### src/logic/mips_defs.svh
`ifndef MIPS_DEFS_SVH
`define MIPS_DEFS_SVH

////////////////////
// UART framing.
////////////////////
`define WIDTH_WORD               8       // Payload bits per frame.
`define CANT_BIT_STOP            2       // Stop bits per frame.
`define FREC_CLK_MHZ             50      // Default clock, MHz.
`define BAUD_RATE                9600    // Default line rate.

////////////////////
// Program memory.
////////////////////
`define LONG_INSTRUCCION         32
`define RAM_DEPTH_PROGRAMA       2048
`define ADDR_MEM_PROGRAMA_LENGTH 11
`define HALT_OPCODE              6'h3F   // Bits 31..26 of the last word.

// Host protocol bytes.
`define CMD_LOAD                 8'h01
`define CMD_DUMP                 8'h02
`define RSP_ERROR                8'hEE

`endif

### src/logic/baud_rate_generator.sv
`timescale 1ns/100ps
`include "mips_defs.svh"

module baud_rate_generator #(
    parameter int BAUD_RATE    = `BAUD_RATE,
    parameter int FREC_CLK_MHZ = `FREC_CLK_MHZ
) (
    input  logic i_clock,
    input  logic i_rst_n,
    output logic o_rate      // One pulse per 1/16 bit.
);

    // Rounded clocks per oversampling tick.
    localparam int DIVISOR = (FREC_CLK_MHZ * 1000000 + 8 * BAUD_RATE) / (16 * BAUD_RATE);
    localparam int CNT_W   = (DIVISOR > 1) ? $clog2(DIVISOR) : 1;

    logic [CNT_W-1:0] cnt;

    always_ff @(posedge i_clock or negedge i_rst_n) begin
        if (!i_rst_n) begin
            cnt    <= '0;
            o_rate <= 1'b0;
        end else if (cnt == CNT_W'(DIVISOR - 1)) begin
            cnt    <= '0;                    // Reload.
            o_rate <= 1'b1;
        end else begin
            cnt    <= cnt + 1'b1;
            o_rate <= 1'b0;
        end
    end

endmodule

### config.mk
export PLATFORM = sky130hd
export DESIGN_NAME = baud_rate_generator
export DESIGN_NICKNAME = d
export VERILOG_FILES = /design/src/logic/baud_rate_generator.sv
export VERILOG_INCLUDE_DIRS = /design/src /design/src/logic
export SDC_FILE = /design/constraint.sdc
export NUM_CORES = 1
export LEC_CHECK = 0
export BUFFER_PORTS_ARGS = -buffer_cell sky130_fd_sc_hd__buf_2
export CAP_MARGIN = 20
export CORE_AREA = 3 3 40 42
export CTS_CLUSTER_DIAMETER = 60
export DETAILED_ROUTE_END_ITERATION = 6
export DIE_AREA = 0 0 43 45
export MAX_ROUTING_LAYER = met4
export PLACE_DENSITY = 0.54
export REMOVE_ABC_BUFFERS = 1
export SLEW_MARGIN = 10
export SYNTH_ARGS = -nofsm -noshare
export SYNTH_HDL_FRONTEND = slang
export SYNTH_SLANG_ARGS = --single-unit
### constraint.sdc
create_clock -name i_clock -period 2.45 [get_ports i_clock]
set_input_delay 0 -clock i_clock [delete_from_list [all_inputs] [get_ports i_clock]]
set_output_delay 0 -clock i_clock [all_outputs]
set_load 0.05 [all_outputs]
==> metrics.cfg <==
[status]
status=completed

[drt]
drt_wl_total_um=743
first_iter_violations=9
post-route-drc-count=0
firstDrtPassIters=4
vias=327
ant_nets=0
wl_per_cell_um=11.8
avgViaCountPerCell=5.19

[global_route]
grt_use_total_pct=10.7
gr-total-overflow=0
grt_pass1_wl_um=1400
grt_pass1_vias=351
grt_util_met1_pct=11.3
antenna_found_initial=0
grt-busiest-layer=met2
grt_util_met3_pct=3.98
gr-usage-met2_pct=15.6
grt_max_degree=11

[place]
place_ws_ps=1140
placed_cells=58
portBuffers=2
gp_congestion=0.781
placed_cell_area_um2=472

[clocking]
clk_latency_ps=270
cts_buffers=3
htreeDepth=1
hold_buffers=1
cts.sinks=10
clk_pin_slew_ps=60
post_cts_resized=0
cts-root-buf=clkbuf_4
cts_buffer_depth=2
postCtsSetupBuffers=0
cts_tree=done

[logic_synthesis]
ys.warnings.count=0
synth_area_leaders=dfrtp_1 56%, nor2_1 5.9%, xor2_1 5.9%, ha_1 5.6%, nand4bb_1 5.1%
yosysTopAreaCellShare_pct=56.5
avgSynthCellArea_um2=10.8
synth_flop_cell=dfrtp_1
ys_types=14
syn_inst=41
yosysTopAreaCell=dfrtp_1
synthesis.area_um2=443
ys_async_sr_fraction_pct=100
synth_seq_cells=10
yosys-top-cells-count=10 x dfrtp_1, 7 x nor2_1, 3 x nand2_1, 3 x nand3_1, 3 x xor2_1
synth.most_common_cell=dfrtp_1
synth-edff-count=0
yosysSeqAreaShare_pct=56.5

[timing]
min_period_over_period_pct=52.9
drv_slew=0
rsz0062_at_grt=false
fmax_mhz=771
slew_headroom_pct=71.1
worst_pin_slew_ps=432
hold_viol=0
worst_slack_ps=1150
tns_ps=0
hold_slack_ps=112
min_period_ps=1300
clock-skew-final_ps=1.08
setup_viol=0

[floorplanning]
rows=13
die_area_mm2=0.00194
start_util_pct=34.5
fp.dieH_um=45
core_area_mm2=0.00128
die_x_um=43
io_pins=3

[setup_path]
rr_worst_depth=5
path_buf_inv=1
required_ps=2590
cpMostUsedCell=nor2_1
worstSetupPathDepth=5
cp_top_family=simple AND/OR/NAND/NOR gates
crit_slowest_cell=dfrtp_1
path_class=reg2reg
crit_chain=inv_1 -> ha_1 -> nand4bb_1 -> nor2_1 -> nor2_1
crit_path_max_incr_delay_ps=400
cp-end-kind=flip-flop
startpoint_type=flip-flop
crit_arrival_ps=1440
critPathMaxFanout=7

[power]
power_mw=0.318
leakage_nw=0.217
swShare_pct=19.1
combPwrFrac_pct=1.5
p_int_mw=0.257
p_switching_mw=0.0606
seq_power_share_pct=52.0
ir_drop_uv=401
p_clk_share_pct=46.5
power_density_mw_per_mm2=613

[final_layout]
finalNonFillerCells=63
area_growth_pct=16.9
nNetsFinal=53
finalInstanceArea_um2=518
final_layout_size_suffix_gt1_share_pct=12.5
num_antenna_cells=0
fin_util_pct=40.3

[run]
cap_violations=0

[min_path]
hold_class=in2async

-- final cells by class --
| type | count | area, um2 |
|---|---|---|
| Inverter | 1 | 3.75 |
| Sequential cell | 10 | 250 |
| Timing Repair Buffer | 3 | 20.0 |
| Fill cell | 126 | 767 |
| Tap cell | 15 | 18.8 |
| Clock buffer | 4 | 36.3 |
| Multi-Input combinational cell | 30 | 189 |
-- routing by layer --
metal | part of all wire (%) | up-vias
li1 | - | 153
met1 | 42 | 162
met2 | 48 | 10
met3 | 6.1 | 2
met4 | 3.2 | 0
met5 | 0 | -
-- layout by cell type (no fill, tap or decap) --
master         synthesis  final
or3_1                  2      2
clkbuf_8               0      1
buf_2                  0      2
ha_1                   2      2
xnor2_1                2      2
nand4bb_1              2      2
nand4_1                1      1
dfrtp_1               10     10
o21ai_0                2      2
and2_1                 1      1
nand3_1                3      3
dlygate4sd3_1          0      1
a21oi_1                2      2
inv_1                  1      1
nand2_1                3      3
clkbuf_4               0      3
xor2_1                 3      3
nor2_1                 7      7
-- final timing paths --
kind / end / start / slack, ps
max in group asynchronous: cnt[7] / i_rst_n / 2150
max reg2reg: cnt[2] / cnt[1] / 1150
min: cnt[6] / i_rst_n / 110
min reg2reg: cnt[0] / cnt[0] / 500
max: cnt[2] / cnt[1] / 1150
min in group i_clock: cnt[0] / cnt[0] / 500
-- logic make-up (layout without fill, tap and decap cells) --
family	Yosys count	count (layout)	share of synthesized area [%]
and+or+nand+nor	19	19	22.6
AOI/OAI and AO/OA	4	4	4.52
buffers and inverters	1	8	0.847
DFF	10	10	56.5
adders and majority gates	2	2	5.65
xor gates and xnor gates	5	5	9.89
-- power by group through the flow --
stage | Combinational, mW | Sequential, mW | Clock, mW
detailed placement | 0.00398 | 0.168 | 0
CTS | 0.00520 | 0.165 | 0.153
global placement | 0.00370 | 0.168 | 0
floorplan | 0.0000000575 | 0.168 | 0
global route | 0.00582 | 0.165 | 0.165
finish | 0.00484 | 0.165 | 0.148
-- flip-flops by register name (all words and copies together), names as in the netlist --
register and count:
cnt 9, o_rate 1
Power figures use the tool's default switching activity.
