$ cat config.mk
export PLATFORM = sky130hd
export DESIGN_NAME = uart_tx
export DESIGN_NICKNAME = d
export VERILOG_FILES = /design/src/logic/uart_pkg.sv /design/src/logic/uart_tx.sv
export VERILOG_INCLUDE_DIRS = /design/src /design/src/logic
export SDC_FILE = /design/constraint.sdc
export NUM_CORES = 1
export LEC_CHECK = 0
export BUFFER_PORTS_ARGS = -buffer_cell sky130_fd_sc_hd__buf_4
export CAP_MARGIN = 20
export CORE_UTILIZATION = 25
export CTS_BUF_LIST = sky130_fd_sc_hd__clkbuf_16
export CTS_CLUSTER_SIZE = 16
export DETAILED_ROUTE_END_ITERATION = 7
export SLEW_MARGIN = 20
export SYNTH_ARGS = -nofsm -noshare
export SYNTH_HDL_FRONTEND = slang
export SYNTH_SLANG_ARGS = --single-unit
$ cat constraint.sdc
create_clock -name i_clock -period 4.55 [get_ports i_clock]
set_input_delay 0.91 -clock i_clock [delete_from_list [all_inputs] [get_ports i_clock]]
set_output_delay 0.91 -clock i_clock [all_outputs]
set_load 0.02 [all_outputs]
$ cat src/logic/mips_defs.svh
`ifndef MIPS_DEFS_SVH
`define MIPS_DEFS_SVH

////////////////////
// UART framing.
////////////////////
`define WIDTH_WORD               8       // Payload bits per frame.
`define CANT_BIT_STOP            2       // Stop bits per frame.
`define FREC_CLK_MHZ             50      // Default clock, MHz.
`define BAUD_RATE                9600    // Default line rate.

////////////////////
// Program memory.
////////////////////
`define LONG_INSTRUCCION         32
`define RAM_DEPTH_PROGRAMA       2048
`define ADDR_MEM_PROGRAMA_LENGTH 11
`define HALT_OPCODE              6'h3F   // Bits 31..26 of the last word.

// Host protocol bytes.
`define CMD_LOAD                 8'h01
`define CMD_DUMP                 8'h02
`define RSP_ERROR                8'hEE

`endif

$ cat src/logic/uart_pkg.sv
`include "mips_defs.svh"

package uart_pkg;

    typedef logic [`WIDTH_WORD-1:0] byte_t;   // One UART payload.

    // Receiver frame position.
    typedef enum logic [1:0] {
        RX_IDLE,
        RX_START,
        RX_DATA,
        RX_STOP
    } rx_state_t;

    // Transmitter frame position.
    typedef enum logic [1:0] {
        TX_IDLE,
        TX_START,
        TX_DATA,
        TX_STOP
    } tx_state_t;

endpackage

$ cat src/logic/uart_tx.sv
`timescale 1ns/100ps
`include "mips_defs.svh"

module uart_tx (
    input  logic            i_clock,
    input  logic            i_rst_n,
    input  logic            i_rate,       // 16x tick.
    input  logic            i_tx_start,   // Latch i_data_in and go.
    input  uart_pkg::byte_t i_data_in,
    output logic            o_bit_tx,     // Line to host.
    output logic            o_tx_done     // Frame finished.
);

    uart_pkg::tx_state_t state;
    uart_pkg::byte_t     shift_r;
    logic [3:0] tick_cnt;
    logic [2:0] bit_cnt;

    // Line level follows the frame position.
    assign o_bit_tx = (state == uart_pkg::TX_START) ? 1'b0 :
                      (state == uart_pkg::TX_DATA)  ? shift_r[0] : 1'b1;

    always_ff @(posedge i_clock or negedge i_rst_n) begin
        if (!i_rst_n) begin
            state     <= uart_pkg::TX_IDLE;
            shift_r   <= '0;
            tick_cnt  <= '0;
            bit_cnt   <= '0;
            o_tx_done <= 1'b0;
        end else begin
            o_tx_done <= 1'b0;
            case (state)
                uart_pkg::TX_IDLE: begin
                    if (i_tx_start) begin
                        shift_r  <= i_data_in;
                        tick_cnt <= '0;
                        state    <= uart_pkg::TX_START;
                    end
                end
                uart_pkg::TX_START: if (i_rate) begin
                    tick_cnt <= tick_cnt + 1'b1;
                    if (tick_cnt == 4'd15) begin
                        bit_cnt <= '0;
                        state   <= uart_pkg::TX_DATA;
                    end
                end
                uart_pkg::TX_DATA: if (i_rate) begin
                    tick_cnt <= tick_cnt + 1'b1;
                    if (tick_cnt == 4'd15) begin
                        shift_r <= shift_r >> 1;           // Next bit, LSB first.
                        bit_cnt <= bit_cnt + 1'b1;
                        if (bit_cnt == 3'(`WIDTH_WORD - 1)) begin
                            bit_cnt <= '0;
                            state   <= uart_pkg::TX_STOP;
                        end
                    end
                end
                uart_pkg::TX_STOP: if (i_rate) begin
                    tick_cnt <= tick_cnt + 1'b1;
                    if (tick_cnt == 4'd15) begin
                        bit_cnt <= bit_cnt + 1'b1;
                        if (bit_cnt == 3'(`CANT_BIT_STOP - 1)) begin
                            o_tx_done <= 1'b1;
                            state     <= uart_pkg::TX_IDLE;
                        end
                    end
                end
                default: state <= uart_pkg::TX_IDLE;
            endcase
        end
    end

    // The debug unit waits for o_tx_done before the next byte.
    a_start_idle : assert property (@(posedge i_clock) disable iff (!i_rst_n)
        i_tx_start |-> state == uart_pkg::TX_IDLE);

endmodule

==> metrics list <==
- The run finished with clean final reports.
- Across the VDD grid, the largest voltage drop is 0.347 mV.
- Global-route total usage across every layer: 10.4%
- Destination of the worst register-to-register timing path: state[1]
* Highest attainable clock frequency: 0.375 GHz
* Max-slew headroom: 49.7%
* Slew at the pin closest to its max-slew limit: 755 ps
- Power density of the placed cells: 691 nW/um^2
- Clock latency on the worst-skew pair, taken at its later pin, is 250 ps.
- The finished layout holds 164 standard cells, fillers aside.
- The tightest min-delay check is of the in -> async type.
- The worst setup path is launched from a flop.
- Port buffering added 13 buffers.
- TritonCTS built the clock tree.
- FF-to-FF Start: state[0]
* Critical path arrival: 1760 ps
* Number of ports placed on the die boundary: 14
- From synthesis to final layout, the design area changed by 21.1%.
* Initial Util: 26.2%
* Worst setup path start: state[0]
- Crit path max-delay cell type: sky130_fd_sc_hd__ha_1
* Slowest Stage Delay on Critical Path: 620 ps
- After routing, the total negative slack on setup checks comes to 0 ps.
- Synthesis warning total: 0
- Post-synthesis async set-or-reset flop share: 100%
- Per report_power, the sequential group accounts for 32.5% of the total.
* Clock-pin slew on the worst setup and hold paths: 50 ps
- CTS built an H-tree with a depth of 1.
- Final wirelength: 2000 um
* Die Wd: 66.8 um
- Per report_power, the clock group accounts for 19.9% of the total.
* Floorplan die area: 4460 sq um
- Maximum number of pins on one net before global-route repair: 19
- Shortest period the worst path allows: 2670 ps
* Switching power summed over all nets: 0.343 mW
- Cells along the critical path: inv_1 -> ha_1 -> a21oi_1 -> buf_4
* CTS resizes: 0
- Category of the worst setup path capture point: output pin
- After detailed routing, the number of remaining DRC violations is 0.
- Internal power: 0.534 mW
- The worst register-to-register path has a depth of 6.
* Root Buffer: sky130_fd_sc_hd__clkbuf_16
* Avg Cell Area, Syn: 10.4 sq um
- # hold bufs at CTS: 0
* Crit path kind: reg -> out
- The clock passes through at most 2 buffers.
- Data on the critical path is required at its endpoint by 3640 ps.
- Count of flip-flops with a built-in enable after synthesis: 0
- Summed over all cells, the static leakage comes to 0.569 nW.
- Number of placed instances with taps included: 160
- Worst path bufs/invs: 2
* Average detailed-routed wire length per instance: 12.2 um
- Buffers inserted during clock tree synthesis total 3.
* Number of violations reported at the end of detailed-routing iteration 0: 15
- Final Hold Violating Endpoints: 0
- HPWL Detailed: 1540 um
- Setup slack, reg-to-reg: 2150 ps
* Crit path max fanout: 15
- Worst Clk Skew: 4.69 ps
- Antenna-violating nets left: 0
- Yosys reg bits: 18
- Number of iterations in the first detailed-routing pass: 2
- Post-detailed-route via-to-cell ratio: 4.77
- Syn_nets: 123
* Number of global-route vias before repair: 790
* Total stage count of the critical path: 4
* Post-synthesis sequential area ratio: 43.0%
- Die height: 66.8 um
- Number of buffers inserted to repair setup after CTS: 0
- Number of rows in the core area: 23
* Capture point of the critical path: o_bit_tx
- Ratio of final minimum period to clock period: 58.6%
- Total overflow reported by the global router: 0
* Total cell area at the placement stage: 1190 sq um
- Cell Area, Synth: 1050 sq um
- Final-report max-slew violation count: 0
* Total via count after detailed routing: 782
- Setup repair after global routing left no endpoint under its margin.
- First-pass GRT wire length: 3550 um
- Switch share: 39.1%
- Combinational logic burns 47.6% of the power.
- In the synthesized netlist, the number of instances is 101.
- Inserted Diodes: 0
- Synthesis instantiated 30 different standard cells from the library.
- Most common flop cell mapped by yosys: sky130_fd_sc_hd__dfrtp_1
* Final #Nets: 137
* Weighted congestion reported at the end of routability-driven placement: 0.775
- Setup violations remaining at the end of the flow were counted as 0.
* Clock sink count: 18
- Cell family contributing the most delay on the critical path: adder cells
- Fin Hold WS: 523 ps
- Ratio of cells with drive above 1 in the final layout: 16.7%
* Area of the core region: 4000 sq um
- For this run, the share of the core covered by cells in the final layout is 31.7%.
- Final design instance area without fill: 1270 sq um
- Initial antenna violation count: 0
- Maximum Capacitance Violations: 0
[placed cells by master (no fill, tap or decap), drive strengths merged, types with 2 or more instances in the layout]
master  instances
ha             10
mux2i           9
inv             5
clkbuf          3
dfrtp          18
nand2b          2
o21ai           5
buf            13
nand2           6
xor2            2
nor2b           3
nor3            3
nor2            8
o22ai           3
a21oi           8
[routing by layer]
metal  routed length (um)  global-route usage [%]
met5                    0                       0
met4                    0                    1.60
met3                   63                    3.42
met2                 1010                    17.8
met1                  921                    12.9
[flip-flops by register name, summed over array words and instances (netlist names)]
signal and cells:
tick_cnt 4, shift_r 8, state 2, o_tx_done 1, bit_cnt 3
[how the worst min path moves through the flow]
stage                           from         end  slack (ps)
after floorplan           bit_cnt[1]  bit_cnt[1]         480
after global placement    shift_r[3]  shift_r[3]         510
after detailed placement  shift_r[7]  shift_r[7]         520
after CTS                    i_rst_n    state[1]         530
after global routing         i_rst_n    state[1]         530
final                        i_rst_n  bit_cnt[0]         520
[per-stage QoR]
stage / setup slack, ps / total power, mW
after floorplan: 2200 / 0.617
after global placement: 2200 / 0.685
after detailed placement: 2110 / 0.712
after CTS: 1840 / 0.889
after global routing: 1700 / 0.961
final: 1880 / 0.877
[cell usage after synthesis, types with 2 or more instances]
cell type	n	share of area, %
sky130_fd_sc_hd__a21oi_1	8	3.8
sky130_fd_sc_hd__buf_2	2	0.95
sky130_fd_sc_hd__clkbuf_1	2	0.72
sky130_fd_sc_hd__dfrtp_1	18	43
sky130_fd_sc_hd__ha_1	10	12
sky130_fd_sc_hd__inv_1	5	1.8
sky130_fd_sc_hd__mux2i_1	9	8.6
sky130_fd_sc_hd__nand2_1	6	2.1
sky130_fd_sc_hd__nand2b_1	2	1.2
sky130_fd_sc_hd__nor2_1	8	2.9
sky130_fd_sc_hd__nor2b_1	3	1.8
sky130_fd_sc_hd__nor3_1	3	1.4
sky130_fd_sc_hd__o21ai_1	5	2.4
sky130_fd_sc_hd__o22ai_1	3	1.8
sky130_fd_sc_hd__xor2_1	2	1.7
[cell type report]
class                   count  area, sq um
clock inverters             1         3.75
well taps                  50         62.6
flip-flops and latches     18          450
repair buffers             13         97.6
clock buffers               3         75.1
fillers                   397         2730
multi-input cells          74          562
inverters                   5         18.8
[logic make-up (layout without fill, tap and decap cells)]
logic type	after synthesis	after routing	share of synthesized area (%)
and+or+nand+nor	28	28	13.0
AOI/OAI and AO/OA	23	23	16.1
DFF	18	18	43.0
adders and majority gates	10	10	11.9
muxes	10	10	10.0
buffers and inverters	9	22	3.46
xor gates and xnor gates	3	3	2.51
[power by group through the flow]
stage	Clock [mW]	Sequential (mW)	Combinational, mW
final	0.174	0.285	0.418
after floorplan	0	0.273	0.344
after global placement	0	0.282	0.403
after detailed placement	0	0.287	0.425
after global routing	0.187	0.296	0.478
after CTS	0.180	0.285	0.424
No activity file was read; power rests on OpenSTA's default activity.
