==> config.mk <==
export PLATFORM = sky130hd
export DESIGN_NAME = debug_unit
export DESIGN_NICKNAME = d
export VERILOG_FILES = /design/src/logic/debug_pkg.sv /design/src/logic/uart_pkg.sv /design/src/logic/debug_unit.sv
export VERILOG_INCLUDE_DIRS = /design/src /design/src/logic
export SDC_FILE = /design/constraint.sdc
export NUM_CORES = 1
export LEC_CHECK = 0
export ABC_AREA = 1
export BUFFER_PORTS_ARGS = -buffer_cell sky130_fd_sc_hd__buf_2
export CAP_MARGIN = 25
export CORE_MARGIN = 2
export CORE_UTILIZATION = 54
export CTS_BUF_LIST = sky130_fd_sc_hd__clkbuf_16
export CTS_CLUSTER_DIAMETER = 40
export CTS_CLUSTER_SIZE = 28
export DETAILED_ROUTE_END_ITERATION = 8
export PLACE_DENSITY = 0.92
export SLEW_MARGIN = 30
export SYNTH_ARGS = -nofsm -noshare
export SYNTH_HDL_FRONTEND = slang
export SYNTH_SLANG_ARGS = --single-unit
==> constraint.sdc <==
create_clock -name i_clock -period 1.6 [get_ports i_clock]
set_input_delay 0.08 -clock i_clock [delete_from_list [all_inputs] [get_ports i_clock]]
set_output_delay 0.08 -clock i_clock [all_outputs]
set_load 0.01 [all_outputs]
==> src/logic/mips_defs.svh <==
`ifndef MIPS_DEFS_SVH
`define MIPS_DEFS_SVH

////////////////////
// UART framing.
////////////////////
`define WIDTH_WORD               8       // Payload bits per frame.
`define CANT_BIT_STOP            2       // Stop bits per frame.
`define FREC_CLK_MHZ             50      // Default clock, MHz.
`define BAUD_RATE                9600    // Default line rate.

////////////////////
// Program memory.
////////////////////
`define LONG_INSTRUCCION         32
`define RAM_DEPTH_PROGRAMA       2048
`define ADDR_MEM_PROGRAMA_LENGTH 11
`define HALT_OPCODE              6'h3F   // Bits 31..26 of the last word.

// Host protocol bytes.
`define CMD_LOAD                 8'h01
`define CMD_DUMP                 8'h02
`define RSP_ERROR                8'hEE

`endif

==> src/logic/debug_pkg.sv <==
`include "mips_defs.svh"

package debug_pkg;

    typedef logic [`LONG_INSTRUCCION-1:0]         instr_t;  // Instruction word.
    typedef logic [`ADDR_MEM_PROGRAMA_LENGTH-1:0] addr_t;   // Program address.

    // Debug unit sequencing.
    typedef enum logic [2:0] {
        DBG_CMD,        // Waiting for a command byte.
        DBG_RESET,      // Four-phase soft reset of memory.
        DBG_LOAD,       // Collecting the bytes of a word.
        DBG_WRITE,      // One write cycle.
        DBG_COUNT,      // Waiting for the dump length.
        DBG_READ_WAIT,  // Two-cycle memory read.
        DBG_SEND        // Waiting for the transmitter.
    } dbg_state_t;

endpackage

==> src/logic/uart_pkg.sv <==
`include "mips_defs.svh"

package uart_pkg;

    typedef logic [`WIDTH_WORD-1:0] byte_t;   // One UART payload.

    // Receiver frame position.
    typedef enum logic [1:0] {
        RX_IDLE,
        RX_START,
        RX_DATA,
        RX_STOP
    } rx_state_t;

    // Transmitter frame position.
    typedef enum logic [1:0] {
        TX_IDLE,
        TX_START,
        TX_DATA,
        TX_STOP
    } tx_state_t;

endpackage

==> src/logic/debug_unit.sv <==
`timescale 1ns/100ps
`include "mips_defs.svh"

module debug_unit (
    input  logic              i_clock,
    input  logic              i_rst_n,
    input  logic              i_rx_done,
    input  uart_pkg::byte_t   i_data_rx,
    input  logic              i_tx_done,
    input  logic              i_soft_reset_ack,
    input  debug_pkg::instr_t i_dato_mem_programa,   // Read data, two cycles late.
    output logic              o_tx_start,
    output uart_pkg::byte_t   o_data_tx,
    output logic              o_soft_reset,
    output logic              o_write_mem_programa,
    output debug_pkg::addr_t  o_addr_mem_programa,
    output debug_pkg::instr_t o_dato_mem_programa,
    output logic              o_enable_mem,
    output logic              o_rsta_mem,
    output logic              o_regcea_mem,
    output logic              o_led                  // Program loaded.
);

    debug_pkg::dbg_state_t state;
    debug_pkg::addr_t      addr_r;
    debug_pkg::instr_t     word_r;      // Assembled or outgoing word.
    logic [1:0]            byte_cnt;    // Byte of word, or read wait.
    uart_pkg::byte_t       dump_left;   // Words still to send. Zero outside a dump.
    logic                  is_halt;

    assign is_halt = (word_r[`LONG_INSTRUCCION-1 -: 6] == `HALT_OPCODE);

    ////////////////////
    // Memory port.
    ////////////////////
    assign o_addr_mem_programa  = addr_r;
    assign o_dato_mem_programa  = word_r;
    assign o_write_mem_programa = (state == debug_pkg::DBG_WRITE);
    assign o_enable_mem         = (state == debug_pkg::DBG_WRITE) ||
                                  (state == debug_pkg::DBG_READ_WAIT);
    assign o_regcea_mem         = (state == debug_pkg::DBG_READ_WAIT);
    assign o_rsta_mem           = (state == debug_pkg::DBG_RESET);   // Blank output reg.

    ////////////////////
    // Sequencer.
    ////////////////////
    always_ff @(posedge i_clock or negedge i_rst_n) begin
        if (!i_rst_n) begin
            state        <= debug_pkg::DBG_CMD;
            addr_r       <= '0;
            word_r       <= '0;
            byte_cnt     <= '0;
            dump_left    <= '0;
            o_tx_start   <= 1'b0;
            o_data_tx    <= '0;
            o_soft_reset <= 1'b0;
            o_led        <= 1'b0;
        end else begin
            o_tx_start <= 1'b0;
            case (state)
                debug_pkg::DBG_CMD: if (i_rx_done) begin
                    addr_r   <= '0;
                    byte_cnt <= '0;
                    if (i_data_rx == `CMD_LOAD) begin
                        o_led        <= 1'b0;
                        o_soft_reset <= 1'b1;          // Request the sweep.
                        state        <= debug_pkg::DBG_RESET;
                    end else if (i_data_rx == `CMD_DUMP) begin
                        state <= debug_pkg::DBG_COUNT;
                    end else begin
                        o_data_tx  <= `RSP_ERROR;      // Unknown command.
                        o_tx_start <= 1'b1;
                        state      <= debug_pkg::DBG_SEND;
                    end
                end
                debug_pkg::DBG_RESET: begin
                    if (o_soft_reset && i_soft_reset_ack)
                        o_soft_reset <= 1'b0;          // Phase three.
                    else if (!o_soft_reset && !i_soft_reset_ack)
                        state <= debug_pkg::DBG_LOAD;  // Handshake closed.
                end
                debug_pkg::DBG_LOAD: if (i_rx_done) begin
                    word_r   <= {word_r[`LONG_INSTRUCCION-9:0], i_data_rx};  // MSB first.
                    byte_cnt <= byte_cnt + 1'b1;
                    if (byte_cnt == 2'd3)
                        state <= debug_pkg::DBG_WRITE;
                end
                debug_pkg::DBG_WRITE: begin
                    addr_r <= addr_r + 1'b1;
                    if (is_halt) begin
                        o_data_tx  <= 8'(addr_r + 1'b1);   // Word count, halt included.
                        o_tx_start <= 1'b1;
                        o_led      <= 1'b1;
                        state      <= debug_pkg::DBG_SEND;
                    end else begin
                        state <= debug_pkg::DBG_LOAD;
                    end
                end
                debug_pkg::DBG_COUNT: if (i_rx_done) begin
                    dump_left <= i_data_rx;
                    state     <= (i_data_rx == '0) ? debug_pkg::DBG_CMD :
                                                     debug_pkg::DBG_READ_WAIT;
                end
                debug_pkg::DBG_READ_WAIT: begin
                    byte_cnt <= byte_cnt + 1'b1;       // Counts read latency here.
                    if (byte_cnt == 2'd2) begin
                        byte_cnt   <= '0;
                        word_r     <= i_dato_mem_programa << 8;
                        o_data_tx  <= i_dato_mem_programa[`LONG_INSTRUCCION-1 -: 8];
                        o_tx_start <= 1'b1;
                        state      <= debug_pkg::DBG_SEND;
                    end
                end
                debug_pkg::DBG_SEND: if (i_tx_done) begin
                    byte_cnt <= byte_cnt + 1'b1;
                    if (dump_left == '0) begin
                        state <= debug_pkg::DBG_CMD;   // Single response byte.
                    end else if (byte_cnt != 2'd3) begin
                        word_r     <= word_r << 8;
                        o_data_tx  <= word_r[`LONG_INSTRUCCION-1 -: 8];
                        o_tx_start <= 1'b1;
                    end else begin
                        dump_left <= dump_left - 1'b1;
                        addr_r    <= addr_r + 1'b1;
                        state     <= (dump_left == 8'd1) ? debug_pkg::DBG_CMD :
                                                           debug_pkg::DBG_READ_WAIT;
                    end
                end
                default: state <= debug_pkg::DBG_CMD;
            endcase
        end
    end

    // No program longer than the memory.
    a_addr_wrap : assert property (@(posedge i_clock) disable iff (!i_rst_n)
        (state == debug_pkg::DBG_WRITE && !is_halt) |=> addr_r != '0);

endmodule

==> results.txt, run 1 <==
* Layout cell share with drive strength beyond 1: 35.0%
- Number of buffers created by CTS: 9
* Startpoint of the worst register-to-register path: state[0]
- The floorplan step defined a die boundary enclosing 0.00822 mm².
- GP Congestion: 0.906
* Power consumption: 11.6 mW
* Critical Path Sink Type: register
- The worst hold path was traced through 3 stages.
- After floorplanning, the core was sized to cover 0.00725 mm².
* Transition at the pin with the smallest max-transition slack: 0.397 ns
* Total routed wirelength: 13500 µm
- Entering global routing, the biggest net connects 68 pins.
- Routed length per instance: 16.4 µm
- TritonCTS built the clock tree.
- Outcome: finished with violations
* Overall via count from detail_route: 4705
- The clock arrives with 0.00870 ns of skew.
- The filler cells instantiated in the layout total 484.
- Library cell occupying the most area in the post-synthesis netlist: sky130_fd_sc_hd__dfrtp_1
- The tree is rooted in a sky130_fd_sc_hd__clkbuf_16.
* Number of antenna-violating nets in the routed design: 0
- Die outline height: 90.7 µm
- Final setup fails: 38
* Max-capacitance violation count: 0
- Hold WS: 0.0239 ns
- Top fanout value on the critical path: 21
- Type of the tightest min-delay check: input pin to register
* Post-synthesis net count: 625
* Hold violation count in the final report: 0
* Delay of the slowest critical-path stage: 0.40 ns
- The slowest stage of the critical path belongs to the cell sky130_fd_sc_hd__dfrtp_1.
- The number of global-route vias before repair came to 4333.
* Clock latency on the worst-skew pair: 0.33 ns
- Destination of the worst hold path: o_dato_mem_programa[5]
* Library cells used by synthesis: 29
- Setup repair after global routing could not meet its margin everywhere.
- The final reports fail on setup timing.
* Max Root-Sink Buffers: 2
- For the worst setup path, the data required time is 1.83 ns.
- The first detailed-routing pass took 5 iterations.
* Series of cell instances along the critical path: inv_2, nor2_4, nand2_4, buf_4, o21ai_2, nor2_2, nand2_4, buf_12, nand2_1, o21ai_1
- Layout Area Growth over Synthesis: 36.6%
- Setup crit start kind: register
* Total grt overflow: 0
* Drc violations: 0
* Routed via count divided by cell count: 5.71
- Synthesis produced a netlist whose cell count is 572.
* Pre-CTS WS: -0.0237 ns
- Measured against its own limit, the worst slew margin works out to 73.2%.
- The initial utilization of the core area, before any placement, comes to 55.9%.
* Category of the most critical setup path: register to register
- Sink count of the clock tree: 67
- Port Buffer Count: 102
- Post-Synthesis Cell Area: 0.00406 mm²
- The first global-routing pass estimated 20600 µm of wire.
- Clock period minus final worst setup slack: 1.70 ns
- Cell Rows: 31
- For this run, the register share of the synthesized area comes to 41.3%.
- Global routing used 31.1% of the available tracks.
- Clock transition at the registers of the reported paths: 0.06 ns
* CTS HTree Levels: 3
* Leakage: 2.95 nW
* Final period util: 106%
- The final count of pins violating max slew came to 0.
* HP Start: i_data_rx[5]
- The endpoint identified for the worst register-to-register timing path is o_dato_mem_programa[23].
- Among the stages of the critical path, the cell type that occurs most often is sky130_fd_sc_hd__nand2_4.
- Worst path setup slack after routing: -0.103 ns
- Slack of the worst reg-to-reg path: -0.10 ns
* Mean instance size in the synthesized netlist: 7.09 µm²
- Seq cells post-synth: 67
* Synth warn: 0
- The worst-case IR drop observed on VDD is 1.07 mV.
- For this run, the post-layout net count is 773.
- Antenna diode count: 0
- Worst R2R Path Depth: 10
- Initial detailed-routing violation count: 410
* Yosys top cell area share: 41.3%
- For this design the top-level I/O count stands at 103.
* Number of antenna violations at the first check in global routing: 0
* Placed wire-length estimate after detailed placement: 8480 µm
- The floorplan step set the die width to 90.7 µm.
* Data arrival, critical path: 1.94 ns
* Ranking of synthesized cells by area: sky130_fd_sc_hd__dfrtp_1, sky130_fd_sc_hd__nand2_1, sky130_fd_sc_hd__o21ai_0
- Timing would allow up to 587 MHz.
- In this run the power density over the cells is 2100 mW/mm².
## through the flow
stage | utilization [%] | cell area (µm²) | instances | setup TNS (ns)
floorplan | - | 4060 | 572 | 0
CTS | 73.6 | 5340 | 814 | -0.0118
detailed placement | 67.8 | 4920 | 792 | -0.136
global placement | 67.8 | 4920 | 792 | -0.00208
finish | 76.3 | 5540 | 824 | -0.837
global route | 76.3 | 5540 | 824 | -4.83
## how the worst max path moves through the flow
stage                       startpoint                       to  slack (ns)  cells after the start
final                         state[0]  o_dato_mem_programa[23]       -0.10                     10
after floorplan               state[1]   o_addr_mem_programa[0]        0.12                     10
after global placement        state[0]             dump_left[5]      -0.002                      9
after detailed placement  dump_left[1]  o_dato_mem_programa[22]       -0.02                     11
after CTS                     state[1]             o_enable_mem       -0.01                      6
after global routing          state[0]  o_dato_mem_programa[13]       -0.18                     10
## flip-flops by register name, indices dropped and copies added (netlist names)
register and count:
o_soft_reset 1, o_tx_start 1, dump_left 8, o_led 1, o_addr_mem_programa 11, o_dato_mem_programa 32
state 3, o_data_tx 8, byte_cnt 2
## what timing repair did
item | in CTS | in global routing
setup endpoints to repair | 39 | 66
endpoints found under the hold margin | 67 | 0
pin swaps | 4 | 19
hold buffers | 1 | 0
buffers inserted | 5 | 9
cloned | 1 | 2
gates resized for setup | 17 | 44
## power breakdown
| part | switching, mW | leakage, nW | internal (mW) |
|---|---|---|---|
| Clock | 0.765 | 0.147 | 1.20 |
| Sequential | 0.580 | 0.851 | 2.37 |
| Combinational | 3.91 | 1.95 | 2.77 |
## routing by layer
metal	track usage (%)	share of wire, %	vias up
met5	0	0	-
met4	12.8	4.1	0
met3	6.01	9.9	69
met2	51.7	49	324
met1	39.7	37	2172
li1	-	-	2140
## logic make-up after synthesis
| kind of cell | synth area share, % |
|---|---|
| AO/OA/AOI/OAI | 13.8 |
| XOR/XNOR | 0.432 |
| adder cells (fa/ha/maj) | 2.47 |
| buffers and inverters | 6.76 |
| flip-flops | 41.3 |
| AND/OR/NAND/NOR | 35.2 |
## layout make-up
cell class,count,area [µm²],area share (%)
multi-input combinational,445,2260,40.8
sequential,67,1680,30.3
timing repair buffer,157,1030,18.6
clock buffer,9,225,4.07
inverter,40,153,2.76
tap,99,124,2.24
clock inverter,7,68.8,1.24
## cell usage after synthesis, drive strengths merged
cell type and count:
or2 24, nand3b 2, o211ai 1, nand4 9, nand3 28, clkbuf 4
nor2 56, nand2 214, a31o 1, o21bai 3, nor3 1, ha 8
buf 17, o21a 1, dfrtp 67, inv 40, a21oi 3, o21ai 90
a22o 1, xor2 2
## critical path, delay by kind of cell (launching register included)
family                 cells  cell delay, ns
and+or+nand+nor            5            0.49
buffers and inverters      3            0.41
DFF                        1            0.40
AOI/OAI and AO/OA          2            0.29
## cell usage in the layout, fill, tap and decap left out, types with 5 or more instances in the layout
cell,n
sky130_fd_sc_hd__o21ai_1,39
sky130_fd_sc_hd__buf_12,5
sky130_fd_sc_hd__nand3_1,24
sky130_fd_sc_hd__nor2_1,40
sky130_fd_sc_hd__buf_4,36
sky130_fd_sc_hd__nand4_1,9
sky130_fd_sc_hd__o21ai_2,11
sky130_fd_sc_hd__o21ai_0,39
sky130_fd_sc_hd__ha_1,5
sky130_fd_sc_hd__dfrtp_1,65
sky130_fd_sc_hd__clkbuf_16,9
sky130_fd_sc_hd__nor2_4,5
sky130_fd_sc_hd__nor2_2,10
sky130_fd_sc_hd__buf_2,103
sky130_fd_sc_hd__inv_2,6
sky130_fd_sc_hd__buf_6,12
sky130_fd_sc_hd__or2_2,24
sky130_fd_sc_hd__nand2_2,10
sky130_fd_sc_hd__inv_1,34
sky130_fd_sc_hd__nand2_1,201
Power figures use the tool's default switching activity.
==> run 2, diff against run 1 <==
--- a/config.mk
+++ b/config.mk
@@ -8,7 +8,7 @@
 export LEC_CHECK = 0
 export ABC_AREA = 1
 export BUFFER_PORTS_ARGS = -buffer_cell sky130_fd_sc_hd__buf_2
-export CAP_MARGIN = 25
+export CAP_MARGIN = 10
 export CORE_MARGIN = 2
 export CORE_UTILIZATION = 54
 export CTS_BUF_LIST = sky130_fd_sc_hd__clkbuf_16
==> constraint.sdc (replaced) <==
create_clock -name i_clock -period 1.6 [get_ports i_clock]
set_input_delay 0.16 -clock i_clock [delete_from_list [all_inputs] [get_ports i_clock]]
set_output_delay 0.16 -clock i_clock [all_outputs]
set_load 0.01 [all_outputs]
==> run 2 against run 1 <==
  * The run still ends with setup timing left
  * Cell count up 0.73%
  * Worst hold slack better by 0.073 ns
  * Sequential cell count unchanged
  * Fmax down 2.0%
  * Power up 11%
  * Highest routed layer unchanged
  * Sequential share of layout area down 1.4 points
  * Combinational power up 18%
  * Worst setup slack worse by 0.035 ns
  * Clock skew about the same
  * Via count up 5.0%
  * First-iteration DRC count up 28%
  * Non-clock buffer count up 6
==> results.txt, run 2 (synthesis results as in run 1) <==
- The maximum achievable frequency is 575 MHz (was 587 MHz).
- Number of antenna violations at the first check in global routing: 0 (unchanged)
- Layout filler cell count: 422 (was 484)
- The capture instance of the worst register-to-register path is o_addr_mem_programa[5] (was o_dato_mem_programa[23]).
- Violations in the final reports: setup timing (unchanged).
- The minimum setup slack among reg-to-reg paths was -0.14 ns (was -0.10 ns).
* Setup crit start kind: register (unchanged)
- Total routed wirelength: 15100 µm (was 13500 µm)
- Wire length of the first global-routing pass: 20700 µm (was 20600 µm)
- The net count of the finished layout was 779 (was 773).
- Final Cell Area: 0.00581 mm² (was 0.00554 mm²)
* Final setup fails: 64 (was 38)
* I/O pin count: 103 (unchanged)
* Clock latency on the worst-skew pair: 0.34 ns (was 0.33 ns)
* Cell Pwr Density: 2210 mW/mm² (was 2100 mW/mm²)
- Die outline height: 90.7 µm (unchanged)
* Maximum number of pins on one net before global-route repair: 68 (unchanged)
* Max-capacitance violation count: 0 (unchanged)
* Startpoint of the worst register-to-register path: state[0] (unchanged)
- The cell leakage power is 3.06 nW (was 2.95 nW).
- Most frequent cells in the layout: sky130_fd_sc_hd__nand2_1, sky130_fd_sc_hd__buf_2, sky130_fd_sc_hd__dfrtp_1 (unchanged)
- The maximum fanout along the worst path is 11 (was 21).
- Effective utilization at floorplan: 55.9% (unchanged)
* Total Die Area: 0.00822 mm² (unchanged)
* Destination of the worst hold path: o_dato_mem_programa[5] (unchanged)
- CTS HTree Levels: 3 (unchanged)
- Antenna diode count: 0 (unchanged)
* Overall via count from detail_route: 4939 (was 4705)
* Gr usage total: 31.2% (was 31.1%)
- The initial detailed-routing violation count was 525 (was 410).
* Port Buffer Count: 102 (unchanged)
- The number of iterations in the first detailed-routing pass was 5 (unchanged).
- Unrepaired setup endpoints after global routing: true (unchanged)
* Layout Area Growth over Synthesis: 43.4% (was 36.6%)
- The average wire per standard cell is 18.2 µm (was 16.4 µm).
- The worst supply voltage drop on vdd came to 1.12 mV (was 1.07 mV).
- Cell Rows: 31 (unchanged)
- Total grt overflow: 0 (unchanged)
* Remaining max-slew budget at the tightest pin: 71.3% (was 73.2%)
* Hold violation count in the final report: 0 (unchanged)
- The largest buffer count on any clock path was 2 (unchanged).
- Required time at the endpoint of the critical path: 1.82 ns (was 1.83 ns)
* Clock root buffer: sky130_fd_sc_hd__clkbuf_16 (unchanged)
* Routed via count divided by cell count: 5.95 (was 5.71)
- The final estimated routing congestion in global placement was 0.906 (unchanged).
- Core Footprint: 0.00725 mm² (unchanged)
* Final period util: 109% (was 106%)
- Outcome: finished with violations (unchanged)
- The startpoint of the lowest-slack hold path was i_data_rx[5] (unchanged).
- The setup clock skew after layout is 0.00875 ns (was 0.00870 ns).
- The transition time at the pin with the least slew margin came to 0.427 ns (was 0.397 ns).
* Data arrival, critical path: 1.96 ns (was 1.94 ns)
- The detailed-route DRC error count is 0 (unchanged).
- The final critical path time including I/O delays and setup came to 1.74 ns (was 1.70 ns).
- The most common library cell in the layout ignoring fill and taps was sky130_fd_sc_hd__nand2_1 (unchanged).
- Number of global-route vias before repair: 4390 (was 4333)
* Critical Path Sink Type: register (unchanged)
* Placed wire-length estimate after detailed placement: 8480 µm (unchanged)
* Sink count of the clock tree: 67 (unchanged)
- The final count of pins violating max slew came to 0 (unchanged).
- The depth of the worst hold-timing path was 3 (unchanged).
- The number of cell instances on the worst register-to-register path was 10 (unchanged).
- CTS tree: built (unchanged)
- The die width came to 90.7 µm (unchanged).
* Clock transition at the registers of the reported paths: 0.06 ns (about the same)
- The post-route worst setup slack came to -0.139 ns (was -0.103 ns).
- Layout cell share with drive strength beyond 1: 39.1% (was 35.0%)
- Number of buffers created by CTS: 9 (unchanged)
* Area after detailed placement: 0.00492 mm² (unchanged)
- The post-route antenna net violation count is 0 (unchanged).
- Max FFs per register: 32 (unchanged)
- The class of the tightest hold or removal check is input pin to register (unchanged).
- The end-of-flow core utilization was 80.2% (was 76.3%).
- Category of the most critical setup path: register to register (unchanged)
## run 2: cell count changes in the layout (fill, tap and decap cells not counted), moves of 4 or more
cell                        before  now
sky130_fd_sc_hd__nand2_4         3    7
sky130_fd_sc_hd__clkbuf_16       9   13
sky130_fd_sc_hd__nor2_4          5    9
sky130_fd_sc_hd__nand2_1       201  186
sky130_fd_sc_hd__nor2_1         40   35
sky130_fd_sc_hd__o21ai_1        39   34
sky130_fd_sc_hd__buf_6          12   17
sky130_fd_sc_hd__o21ai_2        11   17
sky130_fd_sc_hd__nand2_2        10   20
## run 2: per-layer routing
metal  vias to the layer above  part of all wire, %  GRT usage, %  wire length (µm)
met5                         -                    0             0                 0
li1                       2150                    -             -                 -
met3                       105                  9.7          5.51              1470
met2                       405                   49          52.5              7400
met1                      2279                   36          39.7              5450
met4                         0                  5.3          12.9               808
## run 2: critical path, cell delays in order, from the launching register on
cell	delay, ns
sky130_fd_sc_hd__dfrtp_2	0.46
sky130_fd_sc_hd__buf_6	0.16
sky130_fd_sc_hd__nor2_4	0.15
sky130_fd_sc_hd__nand2_2	0.13
sky130_fd_sc_hd__nand2_1	0.13
sky130_fd_sc_hd__nor2_1	0.06
sky130_fd_sc_hd__nor2_2	0.13
sky130_fd_sc_hd__nand2_4	0.10
sky130_fd_sc_hd__buf_12	0.15
sky130_fd_sc_hd__nand2_1	0.09
sky130_fd_sc_hd__o21ai_2	0.07
## run 2: repair_timing
action | 4_1_cts | 5_1_grt
hold buffers | 1 | 0
cloned | 1 | 7
hold endpoints to repair | 67 | 0
setup buffers | 6 | 9
pin swaps | 5 | 21
setup endpoints to repair | 40 | 66
resized for setup | 16 | 89
## run 2: worst max path at each step
stage,start,endpoint,cells after the start
final,state[0],o_addr_mem_programa[5],10
after global placement,state[0],dump_left[5],9
after detailed placement,dump_left[1],o_dato_mem_programa[22],11
after floorplan,state[1],o_addr_mem_programa[0],10
after global routing,dump_left[1],o_dato_mem_programa[20],11
after CTS,state[0],o_dato_mem_programa[1],11
## run 2: power by group
group          internal (mW)  switching (mW)  total, mW
Combinational           3.38            4.47       7.85
Sequential              2.37           0.640       3.01
Clock                   1.20           0.803       2.01
## run 2: stage by stage
stage / hold slack (ns) / total power, mW / instances / setup TNS, ns / worst slack [ns]
floorplan: -0.136 / 6.49 / 572 / 0 / 0.123
global placement: 0.207 / 8.26 / 792 / -0.00208 / -0.00208
detailed placement: 0.209 / 8.48 / 792 / -0.136 / -0.0237
CTS: 0.102 / 11.0 / 816 / -0.995 / -0.0701
global route: 0.124 / 13.5 / 830 / -5.73 / -0.165
finish: 0.0967 / 12.9 / 830 / -3.40 / -0.139
## run 2: final cells by class
class                           instances  area (µm²)  share of cell area, %
Multi-Input combinational cell        445        2380                   41.0
Inverter                               40         158                   2.71
Timing Repair Buffer                  163        1180                   20.2
Clock buffer                            9         225                   3.87
Tap cell                               99         124                   2.13
Sequential cell                        67        1680                   28.9
Clock inverter                          7        68.8                   1.18
